--- src/common/cipher_ctrl_pkg.sv ---
/*
 * Shared definitions for the cipher round controller: sparse booleans,
 * cipher operation and key length encodings, datapath selectors and the
 * round counter type. Imported by every controller module.
 */
package cipher_ctrl_pkg;

  ////////////////////////////////////////////////////////////////////////////
  // Sparse booleans
  ////////////////////////////////////////////////////////////////////////////

  parameter int Sp2VWidth = 3;

  // Only these two patterns are legal, the rest flag a fault
  typedef enum logic [Sp2VWidth-1:0] {
    SP2V_HIGH = 3'b011,
    SP2V_LOW  = 3'b100
  } sp2v_e;

  // Bit i set means rail i is active high
  parameter logic [Sp2VWidth-1:0] SP2V_LOGIC_HIGH = 3'b011;

  ////////////////////////////////////////////////////////////////////////////
  // Cipher configuration
  ////////////////////////////////////////////////////////////////////////////

  typedef enum logic [1:0] {
    CIPH_FWD = 2'b01,
    CIPH_INV = 2'b10
  } ciph_op_e;

  // One-hot key length
  typedef enum logic [2:0] {
    AES_128 = 3'b001,
    AES_192 = 3'b010,
    AES_256 = 3'b100
  } key_len_e;

  parameter int RndCtrWidth = 4;
  typedef logic [RndCtrWidth-1:0] rnd_ctr_t;

  ////////////////////////////////////////////////////////////////////////////
  // Datapath selectors
  ////////////////////////////////////////////////////////////////////////////

  // Pairwise Hamming distance 2
  typedef enum logic [2:0] {
    STATE_INIT  = 3'b110,
    STATE_ROUND = 3'b011,
    STATE_CLEAR = 3'b101
  } state_sel_e;

  typedef enum logic [2:0] {
    ADD_RK_INIT  = 3'b110,
    ADD_RK_ROUND = 3'b011,
    ADD_RK_FINAL = 3'b101
  } add_rk_sel_e;

  typedef enum logic [1:0] {
    ROUND_KEY_DIRECT = 2'b01,
    ROUND_KEY_MIXED  = 2'b10   // Inverse middle rounds
  } round_key_sel_e;

  typedef struct packed {
    state_sel_e     state_sel;
    add_rk_sel_e    add_rk_sel;
    round_key_sel_e round_key_sel;
  } ciph_sel_t;

endpackage

--- src/cipher_ctrl/sp2v_check.sv ---
`timescale 1ns/1ps

/*
 * Encoding check for a vector of sparse booleans. Signals pass through
 * unchanged and err_o rises if any of them is neither high nor low.
 */
module sp2v_check #(
  parameter int unsigned Num = 1
) (
  input  cipher_ctrl_pkg::sp2v_e [Num-1:0] sig_i,
  output cipher_ctrl_pkg::sp2v_e [Num-1:0] sig_o,
  output logic                             err_o
);

  import cipher_ctrl_pkg::*;

  logic [Num-1:0] sig_err;

  for (genvar i = 0; i < Num; i++) begin : gen_chk
    // Rails still see the raw bits, the fault path stops them
    assign sig_o[i]   = sig_i[i];
    assign sig_err[i] = !(sig_i[i] inside {SP2V_HIGH, SP2V_LOW});
  end

  assign err_o = |sig_err;

endmodule

--- src/cipher_ctrl/rail_or_check.sv ---
`timescale 1ns/1ps

/*
 * Merges one payload from all FSM rails by OR and flags any rail whose
 * value differs from the merged result. Used once per payload type.
 */
module rail_or_check #(
  parameter type         payload_t = logic,
  parameter int unsigned NumRails  = 3
) (
  input  payload_t rails_i [NumRails],
  output payload_t comb_o,
  output logic     err_o
);

  payload_t comb;
  logic     err;

  // One rail is enough to set a bit
  always_comb begin : or_rails
    comb = payload_t'('0);
    for (int unsigned i = 0; i < NumRails; i++) begin
      comb = payload_t'(comb | rails_i[i]);
    end
  end

  // A valid but disagreeing rail would slip past any encoding check
  always_comb begin : cmp_rails
    err = 1'b0;
    for (int unsigned i = 0; i < NumRails; i++) begin
      err = err | (rails_i[i] != comb);
    end
  end

  assign comb_o = comb;
  assign err_o  = err;

  // All rails come out of reset known, so X here means a dead rail
  always_comb begin : err_known
    err_known_a: assert final (!$isunknown(err));
  end

endmodule

--- src/cipher_ctrl/cipher_rail_fsm.sv ---
`timescale 1ns/1ps

/*
 * One rail of the round-sequencing FSM. The top runs three in lockstep,
 * each on one bit of every sparse signal. With ActiveHigh = 0 the rail
 * bits are inverted on the way in and out.
 */
module cipher_rail_fsm #(
  parameter bit ActiveHigh    = 1'b1,
  parameter bit CiphOpFwdOnly = 1'b0
) (
  input  logic                       clk_i,
  input  logic                       rst_ni,

  // Rail bits of the sparse inputs
  input  logic                       in_valid_i,
  input  logic                       crypt_i,
  input  logic                       out_ready_i,
  input  logic                       crypt_q_i,

  input  logic                       cfg_valid_i,
  input  cipher_ctrl_pkg::ciph_op_e  op_i,
  input  cipher_ctrl_pkg::key_len_e  key_len_i,
  input  logic                       fault_i,     // Encoding or rail mismatch

  // Rail bits of the sparse outputs
  output logic                       in_ready_o,
  output logic                       out_valid_o,
  output logic                       state_we_o,
  output logic                       crypt_d_o,

  output cipher_ctrl_pkg::ciph_sel_t sel_o,
  output cipher_ctrl_pkg::rnd_ctr_t  rnd_ctr_o,
  output logic                       alert_o
);

  import cipher_ctrl_pkg::*;

  // Any two states differ in at least 3 bits
  typedef enum logic [5:0] {
    ST_IDLE   = 6'b001110,
    ST_INIT   = 6'b010101,
    ST_ROUND  = 6'b100011,
    ST_FINAL  = 6'b111000,
    ST_OUTPUT = 6'b010010,
    ST_ERROR  = 6'b101101
  } rail_state_e;

  rail_state_e state_d, state_q;
  rnd_ctr_t    rnd_ctr_d, rnd_ctr_q;
  ciph_op_e    op_d, op_q;
  key_len_e    key_len_d, key_len_q;
  rnd_ctr_t    last_rnd;     // Nr-1
  logic        key_len_ok;

  logic in_valid, crypt, out_ready, crypt_q;
  logic in_ready, out_valid, state_we, crypt_d;
  logic op_err, key_len_err, busy, busy_err;

  // Map rail bits to logic values
  assign in_valid  = ActiveHigh ? in_valid_i  : ~in_valid_i;
  assign crypt     = ActiveHigh ? crypt_i     : ~crypt_i;
  assign out_ready = ActiveHigh ? out_ready_i : ~out_ready_i;
  assign crypt_q   = ActiveHigh ? crypt_q_i   : ~crypt_q_i;

  assign op_err      = cfg_valid_i && !(op_i inside {CIPH_FWD, CIPH_INV});
  assign key_len_err = !(key_len_i inside {AES_128, AES_192, AES_256});

  // Last middle round for the captured key length
  always_comb begin : last_rnd_decode
    key_len_ok = 1'b1;
    case (key_len_q)
      AES_128: last_rnd = rnd_ctr_t'(9);
      AES_192: last_rnd = rnd_ctr_t'(11);
      AES_256: last_rnd = rnd_ctr_t'(13);
      default: begin
        last_rnd   = rnd_ctr_t'(9);
        key_len_ok = 1'b0;
      end
    endcase
  end

  // While a block is in flight the status must read busy
  assign busy     = state_q inside {ST_INIT, ST_ROUND, ST_FINAL, ST_OUTPUT};
  assign busy_err = busy && (!crypt_q || !key_len_ok);

  ////////////////////////////////////////////////////////////////////////////
  // Next state and outputs
  ////////////////////////////////////////////////////////////////////////////

  always_comb begin : fsm_comb
    state_d   = state_q;
    rnd_ctr_d = rnd_ctr_q;
    op_d      = op_q;
    key_len_d = key_len_q;
    crypt_d   = crypt_q;
    in_ready  = 1'b0;
    out_valid = 1'b0;
    state_we  = 1'b0;
    alert_o   = 1'b0;
    sel_o     = '{state_sel:     STATE_CLEAR,
                  add_rk_sel:    ADD_RK_INIT,
                  round_key_sel: ROUND_KEY_DIRECT};

    case (state_q)
      ST_IDLE: begin
        in_ready = crypt;                     // Ready once a run is requested
        if (in_valid && crypt && cfg_valid_i) begin
          if (key_len_err) begin
            state_d = ST_ERROR;
          end else begin
            op_d      = op_i;
            key_len_d = key_len_i;
            rnd_ctr_d = '0;
            crypt_d   = 1'b1;
            state_d   = ST_INIT;
          end
        end
      end

      ST_INIT: begin
        state_we             = 1'b1;
        sel_o.state_sel      = STATE_INIT;
        sel_o.add_rk_sel     = ADD_RK_INIT;
        rnd_ctr_d            = rnd_ctr_t'(1);
        state_d              = ST_ROUND;    // Nr >= 10, never skips rounds
      end

      ST_ROUND: begin
        state_we         = 1'b1;
        sel_o.state_sel  = STATE_ROUND;
        sel_o.add_rk_sel = ADD_RK_ROUND;
        if (op_q == CIPH_INV && !CiphOpFwdOnly) begin
          sel_o.round_key_sel = ROUND_KEY_MIXED;
        end
        if (rnd_ctr_q == last_rnd) begin
          state_d = ST_FINAL;
        end else begin
          rnd_ctr_d = rnd_ctr_q + rnd_ctr_t'(1);
        end
      end

      ST_FINAL: begin
        state_we         = 1'b1;
        sel_o.state_sel  = STATE_ROUND;
        sel_o.add_rk_sel = ADD_RK_FINAL;
        rnd_ctr_d        = '0;
        state_d          = ST_OUTPUT;
      end

      // Hold the result until the consumer takes it
      ST_OUTPUT: begin
        out_valid = !fault_i;
        if (out_ready) begin
          crypt_d = 1'b0;
          state_d = ST_IDLE;
        end
      end

      // Terminal, left only through reset
      ST_ERROR: begin
        alert_o = 1'b1;
        crypt_d = 1'b0;
      end

      default: state_d = ST_ERROR;
    endcase

    if (fault_i || op_err || busy_err) begin
      state_d = ST_ERROR;
      crypt_d = 1'b0;
    end
  end

  always_ff @(posedge clk_i or negedge rst_ni) begin : fsm_reg
    if (!rst_ni) begin
      state_q   <= ST_IDLE;
      rnd_ctr_q <= '0;
      op_q      <= CIPH_FWD;
      key_len_q <= AES_128;
    end else begin
      state_q   <= state_d;
      rnd_ctr_q <= rnd_ctr_d;
      op_q      <= op_d;
      key_len_q <= key_len_d;
    end
  end

  // Back to rail polarity
  assign in_ready_o  = ActiveHigh ? in_ready  : ~in_ready;
  assign out_valid_o = ActiveHigh ? out_valid : ~out_valid;
  assign state_we_o  = ActiveHigh ? state_we  : ~state_we;
  assign crypt_d_o   = ActiveHigh ? crypt_d   : ~crypt_d;
  assign rnd_ctr_o   = rnd_ctr_q;

  // Longest schedule (AES-256) stops counting at 13
  rnd_ctr_max_a: assert property (@(posedge clk_i) disable iff (!rst_ni)
    rnd_ctr_q <= rnd_ctr_t'(13));

endmodule

--- src/cipher_ctrl/cipher_ctrl_top.sv ---
`timescale 1ns/1ps

/*
 * Round-sequencing controller for the cipher datapath. Three FSM rails
 * run on the sparse handshake bits, combiners and checkers merge them,
 * and the busy status register lives here.
 */
module cipher_ctrl_top #(
  parameter bit CiphOpFwdOnly = 1'b0
) (
  input  logic                       clk_i,
  input  logic                       rst_ni,

  // Input handshake
  input  cipher_ctrl_pkg::sp2v_e     in_valid_i,
  output cipher_ctrl_pkg::sp2v_e     in_ready_o,

  // Output handshake
  output cipher_ctrl_pkg::sp2v_e     out_valid_o,
  input  cipher_ctrl_pkg::sp2v_e     out_ready_i,

  // Configuration and status
  input  logic                       cfg_valid_i,
  input  cipher_ctrl_pkg::ciph_op_e  op_i,
  input  cipher_ctrl_pkg::key_len_e  key_len_i,
  input  cipher_ctrl_pkg::sp2v_e     crypt_i,
  output cipher_ctrl_pkg::sp2v_e     crypt_o,

  // Datapath control
  output cipher_ctrl_pkg::sp2v_e     state_we_o,
  output cipher_ctrl_pkg::ciph_sel_t sel_o,
  output cipher_ctrl_pkg::rnd_ctr_t  rnd_ctr_o,
  output logic                       alert_o
);

  import cipher_ctrl_pkg::*;

  localparam int unsigned NumChk = 4;

  sp2v_e [NumChk-1:0]   chk_in;
  sp2v_e [NumChk-1:0]   chk_out;
  logic                 sp_enc_err;
  logic                 sel_err;
  logic                 ctr_err;
  logic                 fault;
  logic [Sp2VWidth-1:0] crypt_q_raw;

  // One bit per rail
  logic [Sp2VWidth-1:0] sp_in_valid, sp_out_ready, sp_crypt, sp_crypt_q;
  logic [Sp2VWidth-1:0] sp_in_ready, sp_out_valid, sp_state_we, sp_crypt_d;
  logic [Sp2VWidth-1:0] mr_alert;

  // Full payload per rail, merged below
  ciph_sel_t mr_sel     [Sp2VWidth];
  rnd_ctr_t  mr_rnd_ctr [Sp2VWidth];

  ////////////////////////////////////////////////////////////////////////////
  // Sparse input checks
  ////////////////////////////////////////////////////////////////////////////

  assign chk_in[0] = in_valid_i;
  assign chk_in[1] = out_ready_i;
  assign chk_in[2] = crypt_i;
  assign chk_in[3] = sp2v_e'(crypt_q_raw);

  sp2v_check #(
    .Num ( NumChk )
  ) u_sp2v_check (
    .sig_i ( chk_in     ),
    .sig_o ( chk_out    ),
    .err_o ( sp_enc_err )
  );

  assign sp_in_valid  = chk_out[0];
  assign sp_out_ready = chk_out[1];
  assign sp_crypt     = chk_out[2];
  assign sp_crypt_q   = chk_out[3];

  ////////////////////////////////////////////////////////////////////////////
  // FSM rails
  ////////////////////////////////////////////////////////////////////////////

  for (genvar i = 0; i < Sp2VWidth; i++) begin : gen_rail
    cipher_rail_fsm #(
      .ActiveHigh    ( SP2V_LOGIC_HIGH[i] ),
      .CiphOpFwdOnly ( CiphOpFwdOnly      )
    ) u_rail (
      .clk_i       ( clk_i           ),
      .rst_ni      ( rst_ni          ),
      .in_valid_i  ( sp_in_valid[i]  ),
      .crypt_i     ( sp_crypt[i]     ),
      .out_ready_i ( sp_out_ready[i] ),
      .crypt_q_i   ( sp_crypt_q[i]   ),
      .cfg_valid_i ( cfg_valid_i     ),
      .op_i        ( op_i            ),
      .key_len_i   ( key_len_i       ),
      .fault_i     ( fault           ),
      .in_ready_o  ( sp_in_ready[i]  ),
      .out_valid_o ( sp_out_valid[i] ),
      .state_we_o  ( sp_state_we[i]  ),
      .crypt_d_o   ( sp_crypt_d[i]   ),
      .sel_o       ( mr_sel[i]       ),   // OR-combined
      .rnd_ctr_o   ( mr_rnd_ctr[i]   ),   // OR-combined
      .alert_o     ( mr_alert[i]     )
    );
  end

  assign in_ready_o  = sp2v_e'(sp_in_ready);
  assign out_valid_o = sp2v_e'(sp_out_valid);
  assign state_we_o  = sp2v_e'(sp_state_we);
  assign alert_o     = |mr_alert;

  rail_or_check #(
    .payload_t ( ciph_sel_t ),
    .NumRails  ( Sp2VWidth  )
  ) u_sel_or_check (
    .rails_i ( mr_sel  ),
    .comb_o  ( sel_o   ),
    .err_o   ( sel_err )
  );

  rail_or_check #(
    .payload_t ( rnd_ctr_t ),
    .NumRails  ( Sp2VWidth )
  ) u_ctr_or_check (
    .rails_i ( mr_rnd_ctr ),
    .comb_o  ( rnd_ctr_o  ),
    .err_o   ( ctr_err    )
  );

  // Every rail sees every fault
  assign fault = sp_enc_err | sel_err | ctr_err;

  // Busy status, checked again on the way back to the rails
  always_ff @(posedge clk_i or negedge rst_ni) begin : crypt_reg
    if (!rst_ni) begin
      crypt_q_raw <= SP2V_LOW;
    end else begin
      crypt_q_raw <= sp_crypt_d;
    end
  end

  assign crypt_o = chk_out[3];

  ////////////////////////////////////////////////////////////////////////////
  // Assertions
  ////////////////////////////////////////////////////////////////////////////

  // A bad operation is only tolerated if the rails trap it
  op_valid_a: assert property (@(posedge clk_i) disable iff (!rst_ni)
    cfg_valid_i |-> (op_i inside {CIPH_FWD, CIPH_INV}) or (##1 alert_o));

  alert_sticky_a: assert property (@(posedge clk_i) disable iff (!rst_ni)
    alert_o |=> alert_o);

endmodule

--- config.mk ---
export PLATFORM = sky130hd
export DESIGN_NAME = cipher_ctrl_top
export DESIGN_NICKNAME = d
export VERILOG_FILES = /design/src/common/cipher_ctrl_pkg.sv /design/src/cipher_ctrl/sp2v_check.sv /design/src/cipher_ctrl/rail_or_check.sv /design/src/cipher_ctrl/cipher_rail_fsm.sv /design/src/cipher_ctrl/cipher_ctrl_top.sv
export SDC_FILE = /design/constraint.sdc
export NUM_CORES = 1
export LEC_CHECK = 0
export BUFFER_PORTS_ARGS = -buffer_cell sky130_fd_sc_hd__clkbuf_2
export CORE_AREA = 2 2 86 88
export CTS_BUF_LIST = sky130_fd_sc_hd__clkbuf_16
export DETAILED_ROUTE_END_ITERATION = 6
export DIE_AREA = 0 0 88 90
export GPL_TIMING_DRIVEN = 0
export PLACE_DENSITY_LB_ADDON = 0.15
export SLEW_MARGIN = 40
export SYNTH_ARGS = -nofsm -noshare
export SYNTH_HDL_FRONTEND = slang
export SYNTH_HIERARCHICAL = 1
export SYNTH_SLANG_ARGS = --single-unit
--- constraint.sdc ---
create_clock -name clk_i -period 3.5 [get_ports clk_i]
set_input_delay 0.525 -clock clk_i [delete_from_list [all_inputs] [get_ports clk_i]]
set_output_delay 0.525 -clock clk_i [all_outputs]
set_load 0.05 [all_outputs]
# Yosys cells after proc, flatten, opt, wreduce, memory -nomap -nowiden
# Index checks and enable logic that the tools add are counted.
word_totals:
  reg_bits: 48
  inputBits: 17
  out_inout_bits: 25
  word_cells: 238
op_classes:
  add_sub_neg: 3
  eq_ne: 75
  mux: 67
  bitwise_logic: 17
  reduce_logical: 61
op_table:
  columns: ["op", "count"]
  rows:
  - ["$pmux W6 S6", 3]
  - ["$mux W6", 13]
  - ["$eq A6 B6 Y1 const B", 9]
  - ["$pmux W6 S3", 3]
  - ["$pmux W4 S4", 3]
  - ["$eq A6 B5 Y1 const B", 6]
  - ["$reduce_and A4 Y1", 8]
  - ["$reduce_bool A4 Y1", 8]
  - ["$mux W4", 7]
  - ["$mux W1", 26]
  - ["$eq A3 B2 Y1 const B", 8]
  - ["$eq A3 B3 Y1 const B", 8]
  - ["$ne A8 B8 Y1", 3]
  - ["$reduce_or A3 Y1", 7]
  - ["$eq A6 B4 Y1 const B", 3]
  - ["$ne A3 B3 Y1 const B", 6]
  - ["$pmux W3 S2", 3]
  - ["$or A8 B8 Y8", 2]
  - ["$ne A2 B1 Y1 const B", 7]
  - ["$add A4 B1 Y4 const B", 3]
  - ["$eq A3 B1 Y1 const B", 4]
  - ["$eq A4 B4 Y1", 3]
  - ["$mux W2", 6]
  - ["$ne A3 B1 Y1 const B", 4]
  - ["other kinds (16)", 70]

# Longest topological paths before layout
# Gate-level depths: netlist of the first run.
logic_depth:
  word_depth: 14
  ltp_mapped: 12
  ltp_nobuf: 11

# Cells and area by module
# Netlist of the first run, hierarchy kept.
modules_own_cells:
  columns: ["mod", "instances", "cells_per_inst", "area_per_inst_um2", "seq_area_each_um2"]
  rows:
  - ["cipher_rail_fsm at gen_rail[2].u_rail", 1, 118, 1091.0, 381.6]
  - ["cipher_rail_fsm at gen_rail[1].u_rail", 1, 103, 1062.3, 381.6]
  - ["cipher_rail_fsm at gen_rail[0].u_rail", 1, 100, 1007.2, 381.6]
  - ["rail_or_check at u_sel_or_check", 1, 21, 186.4, 0.0]
  - ["sp2v_check", 1, 24, 180.2, 0.0]
  - ["rail_or_check at u_ctr_or_check", 1, 11, 93.8, 0.0]
  - ["cipher_ctrl_top", 1, 5, 88.8, 76.3]

# Worst setup path after synthesis of the first run
# OpenSTA, ideal clock, no wires.
synth_path:
  path_type: "register -> output"
  start: "register gen_rail[2].u_rail.state_q[1]"
  end: "output port out_valid_o[0]"
  arrival_ns: 3.664
  required_ns: 2.975
  path_slack_ns: -0.689
  stages_incl_launch_ff: 10
  cell_sequence: "dfstp_2 -> nand4bb_1 -> a21oi_1 -> nor2_1 -> inv_1 -> or3_4 -> a22oi_2 -> nand4_1 -> or3_1 -> nor2_1"
synth_rtl:
  columns: ["element", "line", "source"]
  rows:
  - ["start: declaration", "cipher_rail_fsm.sv:49", "rail_state_e state_d, state_q;"]
  - ["start signal: assignment", "cipher_rail_fsm.sv:182", "state_q <= state_d;"]
  - ["end: declaration", "cipher_ctrl_top.sv:19", "output cipher_ctrl_pkg::sp2v_e out_valid_o,"]

==> results.py, run 1 <==
metrics = {
    "status": {
        "status": "finished with violations",
        "violations": "setup timing",
    },
    "synthesis": {
        "synth-simple-area-share": 0.316,
        "syn_area_mm2": 0.00371,
        "synth-xor-area-share": 0.0401,
        "synth_edf_count": 0,
        "synth_ff_type": "dfrtp_1",
        "synth_fa_ha_area_frac": 0.0101,
        "synthArstFlopShare": 1.00,
        "ys_seq_elements": 48,
        "yosys_warnings": 6,
        "synth_top_family_by_area": "simple AND/OR/NAND/NOR gates",
        "synth_cells": 382,
        "synth_compound_area_frac": 0.203,
        "syn_nets": 402,
        "synth.avg_cell_area_um2": 9.71,
        "synthDistinctLibCells": 77,
        "synthMuxAreaShare": 0.0533,
        "ys_seq_area_frac": 0.329,
    },
    "route": {
        "dr.pass1.iters": 4,
        "wl_mm": 10.2,
        "first_iter_violations": 227,
        "drt-wirelength-per-cell_um": 18.7,
        "drc": 0,
        "vias_per_cell": 6.10,
        "drt.antenna.violating_nets": 0,
        "vias": 3331,
    },
    "global_routing": {
        "grt_max_degree": 49,
        "grt_pass1_wl_mm": 16.7,
        "grt_pass1_vias": 3272,
        "track_usage": 0.270,
        "grt.overflow.total": 0,
        "grt_antenna_before_repair": 0,
    },
    "sta": {
        "timing.setup.tns_ns": -0.127,
        "fin_ws_ns": -0.0901,
        "finalHoldViolCount": 0,
        "setup_viol": 3,
        "min_period_ns": 3.59,
        "fmax_mhz": 279,
        "worst_pin_slew_ns": 0.785,
        "finalHoldWorstSlack_ns": 0.295,
        "max_slew_margin": 0.474,
        "fin_crit_sh": 1.03,
        "fin_skew_ns": 0.00724,
        "slew_violations": 0,
        "rsz0062_at_grt": "yes",
    },
    "critical_path": {
        "critPathMaxStageDelay_ns": 0.60,
        "path_delay_family": "simple AND/OR/NAND/NOR gates",
        "cp_num_buf_inv": 2,
        "cp.arrival_ns": 3.07,
        "critPathKind": "flip-flop to output port",
        "cp_common_cell": "or3_4",
        "r2r_start": "gen_rail[0].u_rail/state_q[1]",
        "path_max_fanout": 9,
        "crit_start": "gen_rail[0].u_rail/state_q[1]",
        "worst_ep_required_time_ns": 2.97,
        "crit_path_top_delay_cell": "dfstp_2",
        "end_kind": "output port",
        "worstSetupStartpointType": "flip-flop",
        "path_cells": "and4bb_2 -> nand2_2 -> nor3b_4 -> inv_1 -> or3_4 -> a22oi_2 -> nand4_1 -> or3_4 -> nand2b_4 -> clkbuf_16",
    },
    "min_path": {
        "hold_class": "primary input to async pin",
    },
    "pwr": {
        "p_leak_nw": 1.92,
        "total_power_mw": 1.17,
        "ir_drop_uv": 181,
        "p_per_area_mw_per_mm2": 261,
    },
    "die": {
        "placementRows": 31,
        "ioPinCount": 42,
        "die_w_um": 88,
        "core_area_mm2": 0.00702,
        "die_area_mm2": 0.00792,
        "dieHeight_um": 90,
        "start_util": 0.528,
    },
    "cells_and_area": {
        "regArea_mm2": 0.00122,
        "area_growth_pct": 21.0,
        "final_cell_area_mm2": 0.00449,
        "nFillCells": 566,
        "final_nets": 466,
        "multiInputGateArea_mm2": 0.00243,
        "drive_gt1_frac": 0.391,
        "diodes": 0,
    },
    "cts": {
        "cts_inserted_buffers": 5,
        "path_clk_slew_ns": 0.07,
        "cts-htree-levels": 2,
        "cts_buffer_depth": 2,
        "cts_hold_repair.buffers": 0,
        "clock_latency_ns": 0.29,
        "cts_sinks": 48,
        "cts-root-buf": "clkbuf_16",
        "tritoncts": "yes",
    },
    "place": {
        "numPortBuffers": 41,
        "dp_slack_ns": -0.170,
        "place_area_mm2": 0.00409,
        "dp_hpwl_mm": 7.34,
        "place.gp.congestion": 0.929,
    },
    "flow_run": {
        "drv_cap": 0,
    },
}
==> cell families after synthesis <==
logic type / count (synthesis)
compound gates: 96
xor+xnor: 17
fa+ha+maj: 3
buf+inv: 33
flops: 48
mux: 18
simple gates: 167
==> per-layer routing <==
metal  GRT usage  up-vias  routed length (µm)
met5           0        -                   0
met4      0.0833        0                 218
met3      0.0404       16                 455
met2       0.431       97                4940
met1       0.374     1645                4610
li1            -     1573                   -
==> placed cells by master, fill, tap and decap left out, drive strengths merged, types with 4 or more instances in the layout <==
master | synthesis | routed
clkbuf | 1 | 45
buf | 15 | 33
dfrtp | 32 | 32
o21ai | 29 | 29
nand3 | 22 | 22
nor2 | 21 | 21
nand2 | 18 | 18
nor3b | 18 | 18
inv | 17 | 17
or3 | 17 | 17
dfstp | 16 | 16
a21oi | 16 | 16
mux2 | 14 | 14
xnor2 | 13 | 13
a22oi | 8 | 8
nor2b | 7 | 7
nand2b | 7 | 7
a211oi | 6 | 6
nand4 | 6 | 6
and3 | 6 | 6
nor3 | 6 | 6
nor4bb | 6 | 6
or3b | 5 | 5
nor4 | 5 | 5
xor2 | 4 | 4
o21a | 4 | 4
a22o | 4 | 4
mux2i | 4 | 4
nand3b | 4 | 4
==> cells in the mapped netlist (12+ instances only) <==
master   count  area (µm²)
buf_4       12        90.1
inv_1       17        63.8
dfrtp_1     32         801
xnor2_1     13         114
mux2_2      14         158
nand2_1     18        67.6
nor2_1      21        78.8
o21ai_0     20         100
a21oi_1     15        75.1
or3_4       13         146
nand3_1     21         105
nor3b_1     14         105
dfstp_2     16         420
==> report_power, final <==
part           total, mW  internal, mW  switching (mW)
combinational     0.0687        0.0264          0.0423
clock              0.540         0.332           0.208
sequential         0.560         0.558         0.00197
==> what timing repair did <==
| item | in CTS | in global routing |
|---|---|---|
| endpoints found under the setup margin | 10 | 17 |
| buffers inserted | 19 | 0 |
| hold endpoints to repair | 0 | 0 |
| resized for setup | 21 | 9 |
| pin swaps | 5 | 7 |
==> path summary, 6_finish.rpt <==
| kind | endpoint | depth (start not counted) | slack (ns) |
|---|---|---|---|
| setup / recovery | out_valid_o[2] | 10 | -0.09 |
| hold / removal | gen_rail[2].u_rail/rnd_ctr_o[2] | 1 | 0.30 |
| setup reg to reg | gen_rail[2].u_rail/state_q[5] | 12 | 0.13 |
| hold reg to reg | gen_rail[2].u_rail/op_q[1] | 1 | 0.51 |
| max in group asynchronous | gen_rail[1].u_rail/state_q[4] | 1 | 2.72 |
| min in group clk_i | gen_rail[2].u_rail/op_q[1] | 1 | 0.51 |
==> registers in the layout (all words and copies together), names as in the netlist <==
register / count
gen_rail.u_rail/key_len_q: 9
gen_rail.u_rail/rnd_ctr_o: 12
gen_rail.u_rail/state_q: 18
gen_rail.u_rail/op_q: 6
crypt_q_raw: 3
==> through the flow <==
| stage | std cells | utilization |
|---|---|---|
| floorplan | 382 | - |
| global placement | 522 | 0.581 |
| detailed placement | 522 | 0.582 |
| CTS | 547 | 0.635 |
| global route | 546 | 0.639 |
| finish | 546 | 0.639 |
==> cell type report <==
type                       instances  area share
timing repair buffer              60      0.0870
inverter                          17      0.0142
multi-input combinational        301       0.542
sequential                        48       0.272
buffer                            13      0.0209
tap                               99      0.0276
clock inverter                     3     0.00836
clock buffer                       5      0.0279
Note: power is estimated with default switching activity, not from simulation.
==> run 2: changes to the inputs <==
--- a/config.mk
+++ b/config.mk
@@ -10,7 +10,6 @@
 export CTS_BUF_LIST = sky130_fd_sc_hd__clkbuf_16
 export DETAILED_ROUTE_END_ITERATION = 6
 export DIE_AREA = 0 0 88 90
-export GPL_TIMING_DRIVEN = 0
 export PLACE_DENSITY_LB_ADDON = 0.15
 export SLEW_MARGIN = 40
 export SYNTH_ARGS = -nofsm -noshare
==> constraint.sdc (replaced) <==
create_clock -name clk_i -period 3.5 [get_ports clk_i]
set_input_delay 0.175 -clock clk_i [delete_from_list [all_inputs] [get_ports clk_i]]
set_output_delay 0.175 -clock clk_i [all_outputs]
set_load 0.05 [all_outputs]
==> results.py, run 2 (synthesized netlist as in run 1, its figures left out) <==
metrics = {
    "pwr": {
        "p_leak_nw": 1.85,
        "power_frac_clock": 0.428,
        "p_seq_frac": 0.513,
        "p_per_area_mw_per_mm2": 253,
        "p_sw_mw": 0.251,
        "ir_drop_uv": 180,
        "pwr-share-comb": 0.058,
        "total_power_mw": 1.09,
        "netSwitchingFraction": 0.230,
        "p_int_mw": 0.840,
    },
    "critical_path": {
        "worst_ep_required_time_ns": 3.32,
        "crit_start": "gen_rail[2].u_rail/state_q[4]",
        "r2r_start": "gen_rail[2].u_rail/state_q[4]",
        "cp.arrival_ns": 3.23,
        "critPathKind": "flip-flop to output port",
        "path_max_fanout": 4,
        "cp_common_cell": "or3_4",
        "crit_path_top_delay_cell": "or4b_4",
        "critPathMaxStageDelay_ns": 0.53,
        "end_kind": "output port",
        "path_cells": "nand3b_1 -> or4b_4 -> nor3b_4 -> inv_1 -> or3_4 -> a22oi_2 -> nand4_1 -> or3_4 -> buf_4 -> nor2_2 -> buf_8",
        "worstSetupStartpointType": "flip-flop",
    },
    "global_routing": {
        "grt_antenna_before_repair": 0,
        "grt_pass1_vias": 3211,
        "use_met3": 0.0395,
        "grt_max_degree": 36,
        "track_usage": 0.263,
        "gr-max-usage-layer": "met2",
        "globalRouteMet2Util": 0.421,
        "grt.overflow.total": 0,
        "grtUsageMet1": 0.366,
        "grt_pass1_wl_mm": 16.4,
    },
    "cells_and_area": {
        "layout_common_cells": "38 x clkbuf_2, 32 x dfrtp_1, 23 x buf_4",
        "largest_reg_flops": 18,
        "final_common_cell": "clkbuf_2",
        "final_cell_area_mm2": 0.00432,
        "final_nets": 458,
        "drive_gt1_frac": 0.355,
        "largest_register": "gen_rail.u_rail/state_q",
        "diodes": 0,
        "area_growth_pct": 16.5,
    },
    "sta": {
        "fin_crit_sh": 0.972,
        "finalHoldWorstSlack_ns": 0.253,
        "slew_violations": 0,
        "fin_skew_ns": 0.00715,
        "setup_viol": 0,
        "worst_pin_slew_ns": 0.710,
        "fmax_mhz": 294,
        "finalHoldViolCount": 0,
        "rsz0062_at_grt": "yes",
        "max_slew_margin": 0.525,
        "min_period_ns": 3.40,
    },
    "route": {
        "dr.pass1.iters": 6,
        "vias_per_cell": 6.15,
        "drc": 0,
        "drt.antenna.violating_nets": 0,
        "vias": 3311,
        "drt-wirelength-per-cell_um": 18.5,
        "wl_mm": 9.98,
        "first_iter_violations": 142,
    },
    "place": {
        "numPortBuffers": 41,
        "place_area_mm2": 0.00409,
        "dp_hpwl_mm": 7.65,
        "place.gp.congestion": 0.940,
    },
    "cts": {
        "cts-htree-levels": 2,
        "tritoncts": "yes",
        "cts_buffer_depth": 2,
        "cts_sinks": 48,
        "cts-root-buf": "clkbuf_16",
        "path_clk_slew_ns": 0.06,
        "cts_inserted_buffers": 5,
        "clock_latency_ns": 0.29,
    },
    "min_path": {
        "hold_class": "primary input to flip-flop",
        "hp-start": "out_ready_i[2]",
    },
    "die": {
        "start_util": 0.528,
        "die_area_mm2": 0.00792,
        "dieHeight_um": 90,
        "ioPinCount": 42,
        "core_area_mm2": 0.00702,
        "placementRows": 31,
        "die_w_um": 88,
    },
    "flow_run": {
        "drv_cap": 0,
    },
    "status": {
        "status": "finished, final reports clean",
    },
}
## run 2: routing by layer
metal  share of wire  up-vias
li1                -     1557
met1            0.45     1631
met2            0.48      110
met3           0.059       13
met4           0.018        0
met5               0        -
## run 2: per-stage QoR
stage | setup TNS [ns] | setup slack (ns) | std cells | util
floorplan | -0.387 | -0.194 | 382 | -
global route | -0.0220 | -0.0187 | 538 | 0.615
global placement | 0 | 0.226 | 526 | 0.583
finish | 0 | 0.0971 | 538 | 0.615
CTS | 0 | 0.0348 | 535 | 0.608
detailed placement | 0 | 0.165 | 526 | 0.583
## run 2: worst max-delay path, delay by kind of cell (launching register included)
family | cells | cell delay (ns)
buf+inv | 3 | 0.42
flops | 1 | 0.37
compound gates | 1 | 0.16
simple gates | 7 | 2.01
## run 2: repair_timing
item / in CTS / in global routing
endpoints found under the hold margin: 23 / 0
setup buffers: 0 / 3
resized for setup: 5 / 8
endpoints found under the setup margin: 2 / 3
hold buffers: 1 / 0
pin swaps: 0 / 1
## run 2: final cells by class
cell class | count | area, µm²
fill | 599 | 2700
multi-input combinational | 301 | 2360
sequential | 48 | 1220
timing repair buffer | 65 | 415
clock buffer | 5 | 125
tap | 99 | 124
inverter | 17 | 63.8
clock inverter | 3 | 15.0
## run 2: power by group through the flow
stage          logic (mW)  clock network, mW  registers, mW
2_1_floorplan      0.0310                  0          0.569
3_3_place_gp       0.0616                  0          0.570
3_5_place_dp       0.0626                  0          0.570
4_1_cts            0.0637              0.473          0.560
5_1_grt            0.0703              0.499          0.560
6_report           0.0637              0.467          0.560
## run 2: final timing paths
check	to	slack, ns	depth (start not counted)
max	out_valid_o[0]	0.1	11
min	gen_rail[2].u_rail/state_q[4]	0.25	3
max reg2reg	gen_rail[1].u_rail/state_q[1]	0.29	11
min reg2reg	gen_rail[0].u_rail/op_q[1]	0.51	1
max in group asynchronous	gen_rail[2].u_rail/state_q[1]	2.39	3
min in group asynchronous	gen_rail[1].u_rail/rnd_ctr_o[3]	0.43	2
==> run 3: changes to the inputs <==
--- a/config.mk
+++ b/config.mk
@@ -11,6 +11,7 @@
 export DETAILED_ROUTE_END_ITERATION = 6
 export DIE_AREA = 0 0 88 90
 export PLACE_DENSITY_LB_ADDON = 0.15
+export RECOVER_POWER = 100
 export SLEW_MARGIN = 40
 export SYNTH_ARGS = -nofsm -noshare
 export SYNTH_HDL_FRONTEND = slang
==> constraint.sdc (replaced) <==
create_clock -name clk_i -period 2.75 [get_ports clk_i]
set_input_delay 0.1375 -clock clk_i [delete_from_list [all_inputs] [get_ports clk_i]]
set_output_delay 0.1375 -clock clk_i [all_outputs]
set_load 0.05 [all_outputs]
==> results.py, run 3 (synthesized netlist as in run 1, its figures left out) <==
metrics = {
    "status": {
        "status": "finished with violations",
        "violations": "setup timing",
    },
    "pwr": {
        "total_power_mw": 1.39,
        "ir_drop_uv": 196,
        "p_leak_nw": 2.05,
        "p_per_area_mw_per_mm2": 291,
    },
    "place": {
        "dp_slack_ns": -0.253,
        "dp_cells": 571,
        "dp_hpwl_mm": 8.31,
        "numPortBuffers": 41,
        "place.gp.congestion": 0.950,
        "place_area_mm2": 0.00450,
    },
    "cells_and_area": {
        "largest_reg_flops": 18,
        "final_cell_area_mm2": 0.00475,
        "area_growth_pct": 28.1,
        "instances_no_fill": 592,
        "layout_common_cells": "69 x buf_4, 31 x dfrtp_1, 22 x clkbuf_1",
        "diodes": 0,
        "nFillCells": 568,
        "largest_register": "gen_rail.u_rail/state_q",
        "final_common_cell": "buf_4",
        "drive_gt1_frac": 0.389,
        "final_nets": 512,
        "fin_util": 0.677,
    },
    "route": {
        "dr.pass1.iters": 5,
        "drt-wirelength-per-cell_um": 18.2,
        "wl_mm": 10.8,
        "vias_per_cell": 6.00,
        "drt.antenna.violating_nets": 0,
        "first_iter_violations": 241,
        "vias": 3551,
        "drc": 0,
    },
    "global_routing": {
        "grt_max_degree": 49,
        "grt_pass1_vias": 3539,
        "grt.overflow.total": 0,
        "grt_pass1_wl_mm": 17.6,
        "grt_antenna_before_repair": 0,
        "track_usage": 0.287,
    },
    "critical_path": {
        "r2r_cells": 11,
        "end_kind": "output port",
        "r2r_start": "gen_rail[1].u_rail/state_q[4]",
        "critPathKind": "flip-flop to output port",
        "reg2reg_to": "gen_rail[1].u_rail/state_q[1]",
        "worst_ep_required_time_ns": 2.61,
        "cp.arrival_ns": 3.05,
        "worstSetupStartpointType": "flip-flop",
        "r2r_slack_ns": -0.37,
        "path_max_fanout": 6,
    },
    "min_path": {
        "hp-start": "out_ready_i[2]",
        "hold_class": "primary input to flip-flop",
        "min_to": "gen_rail[2].u_rail/state_q[4]",
        "worstHoldPathCells": 3,
    },
    "die": {
        "core_area_mm2": 0.00702,
        "die_area_mm2": 0.00792,
        "dieHeight_um": 90,
        "placementRows": 31,
        "ioPinCount": 42,
        "start_util": 0.528,
        "die_w_um": 88,
    },
    "sta": {
        "slew_violations": 0,
        "fin_ws_ns": -0.439,
        "fmax_mhz": 314,
        "min_period_ns": 3.19,
        "finalHoldViolCount": 0,
        "timing.setup.tns_ns": -7.42,
        "finalHoldWorstSlack_ns": 0.223,
        "rsz0062_at_grt": "yes",
        "max_slew_margin": 0.195,
        "fin_skew_ns": 0.00700,
        "fin_crit_sh": 1.16,
        "worst_pin_slew_ns": 1.21,
        "setup_viol": 24,
    },
    "cts": {
        "clock_latency_ns": 0.29,
        "cts-htree-levels": 2,
        "tritoncts": "yes",
        "cts-root-buf": "clkbuf_16",
        "cts_sinks": 48,
        "cts_inserted_buffers": 5,
        "cts_buffer_depth": 2,
        "path_clk_slew_ns": 0.07,
    },
    "flow_run": {
        "drv_cap": 0,
    },
}
[run 3: changes by cell type in the layout (fill, tap and decap cells not counted), moves of 2 or more]
cell / change
buf_6: +2
nor3b_2: -2
o21ai_0: -3
buf_4: +46
clkbuf_2: -17
o21ai_2: +2
nor2_4: +2
clkbuf_1: +22
nor2_2: -2
[run 3: final cells by class]
cell class / instances / area (µm²) / share of cell area
clock inverter: 3 / 12.5 / 0.00263
sequential: 48 / 1220 / 0.257
multi-input combinational: 301 / 2410 / 0.506
inverter: 17 / 63.8 / 0.0134
tap: 99 / 124 / 0.0261
clock buffer: 5 / 125 / 0.0263
timing repair buffer: 119 / 800 / 0.168
[run 3: how the worst max path moves through the flow]
stage / from / end / depth (start not counted)
3_3_place_gp: gen_rail[2].u_rail/state_q[4] / gen_rail[0].u_rail/state_q[3] / 10
5_1_grt: gen_rail[1].u_rail/state_q[4] / out_valid_o[1] / 11
3_5_place_dp: gen_rail[2].u_rail/state_q[4] / gen_rail[2].u_rail/state_q[5] / 11
2_1_floorplan: gen_rail[1].u_rail/state_q[1] / gen_rail[0].u_rail/state_q[3] / 11
6_report: gen_rail[1].u_rail/state_q[4] / out_valid_o[1] / 11
4_1_cts: gen_rail[1].u_rail/state_q[4] / out_valid_o[1] / 11
[run 3: per-layer routing]
metal	global-route usage	vias up	wire (µm)
li1	-	1659	-
met1	0.391	1721	4700
met2	0.455	144	5110
met3	0.0395	27	597
met4	0.114	0	378
met5	0	-	0
[run 3: repair_timing]
| action | in CTS | in global routing |
|---|---|---|
| hold buffers | 1 | 0 |
| endpoints found under the hold margin | 32 | 0 |
| endpoints found under the setup margin | 24 | 25 |
| cloned | 0 | 0 |
| resized for setup | 8 | 14 |
| pin swaps | 1 | 0 |
| buffers inserted | 8 | 4 |
[run 3: worst max-delay path, cell delays in order, from the launching register on]
cell	delay (ns)
dfrtp_1	0.38
nand3b_4	0.16
or4b_4	0.51
nor3b_4	0.20
inv_1	0.07
or3_4	0.40
a22oi_2	0.14
nand4_1	0.11
or3_4	0.40
buf_4	0.16
nor2_4	0.09
buf_12	0.15
[run 3: power breakdown]
| part | leakage [nW] | total, mW | switching, mW | internal, mW |
|---|---|---|---|---|
| Clock | 0.0762 | 0.592 | 0.262 | 0.329 |
| Sequential | 0.566 | 0.713 | 0.00228 | 0.710 |
| Combinational | 1.41 | 0.0807 | 0.0541 | 0.0266 |
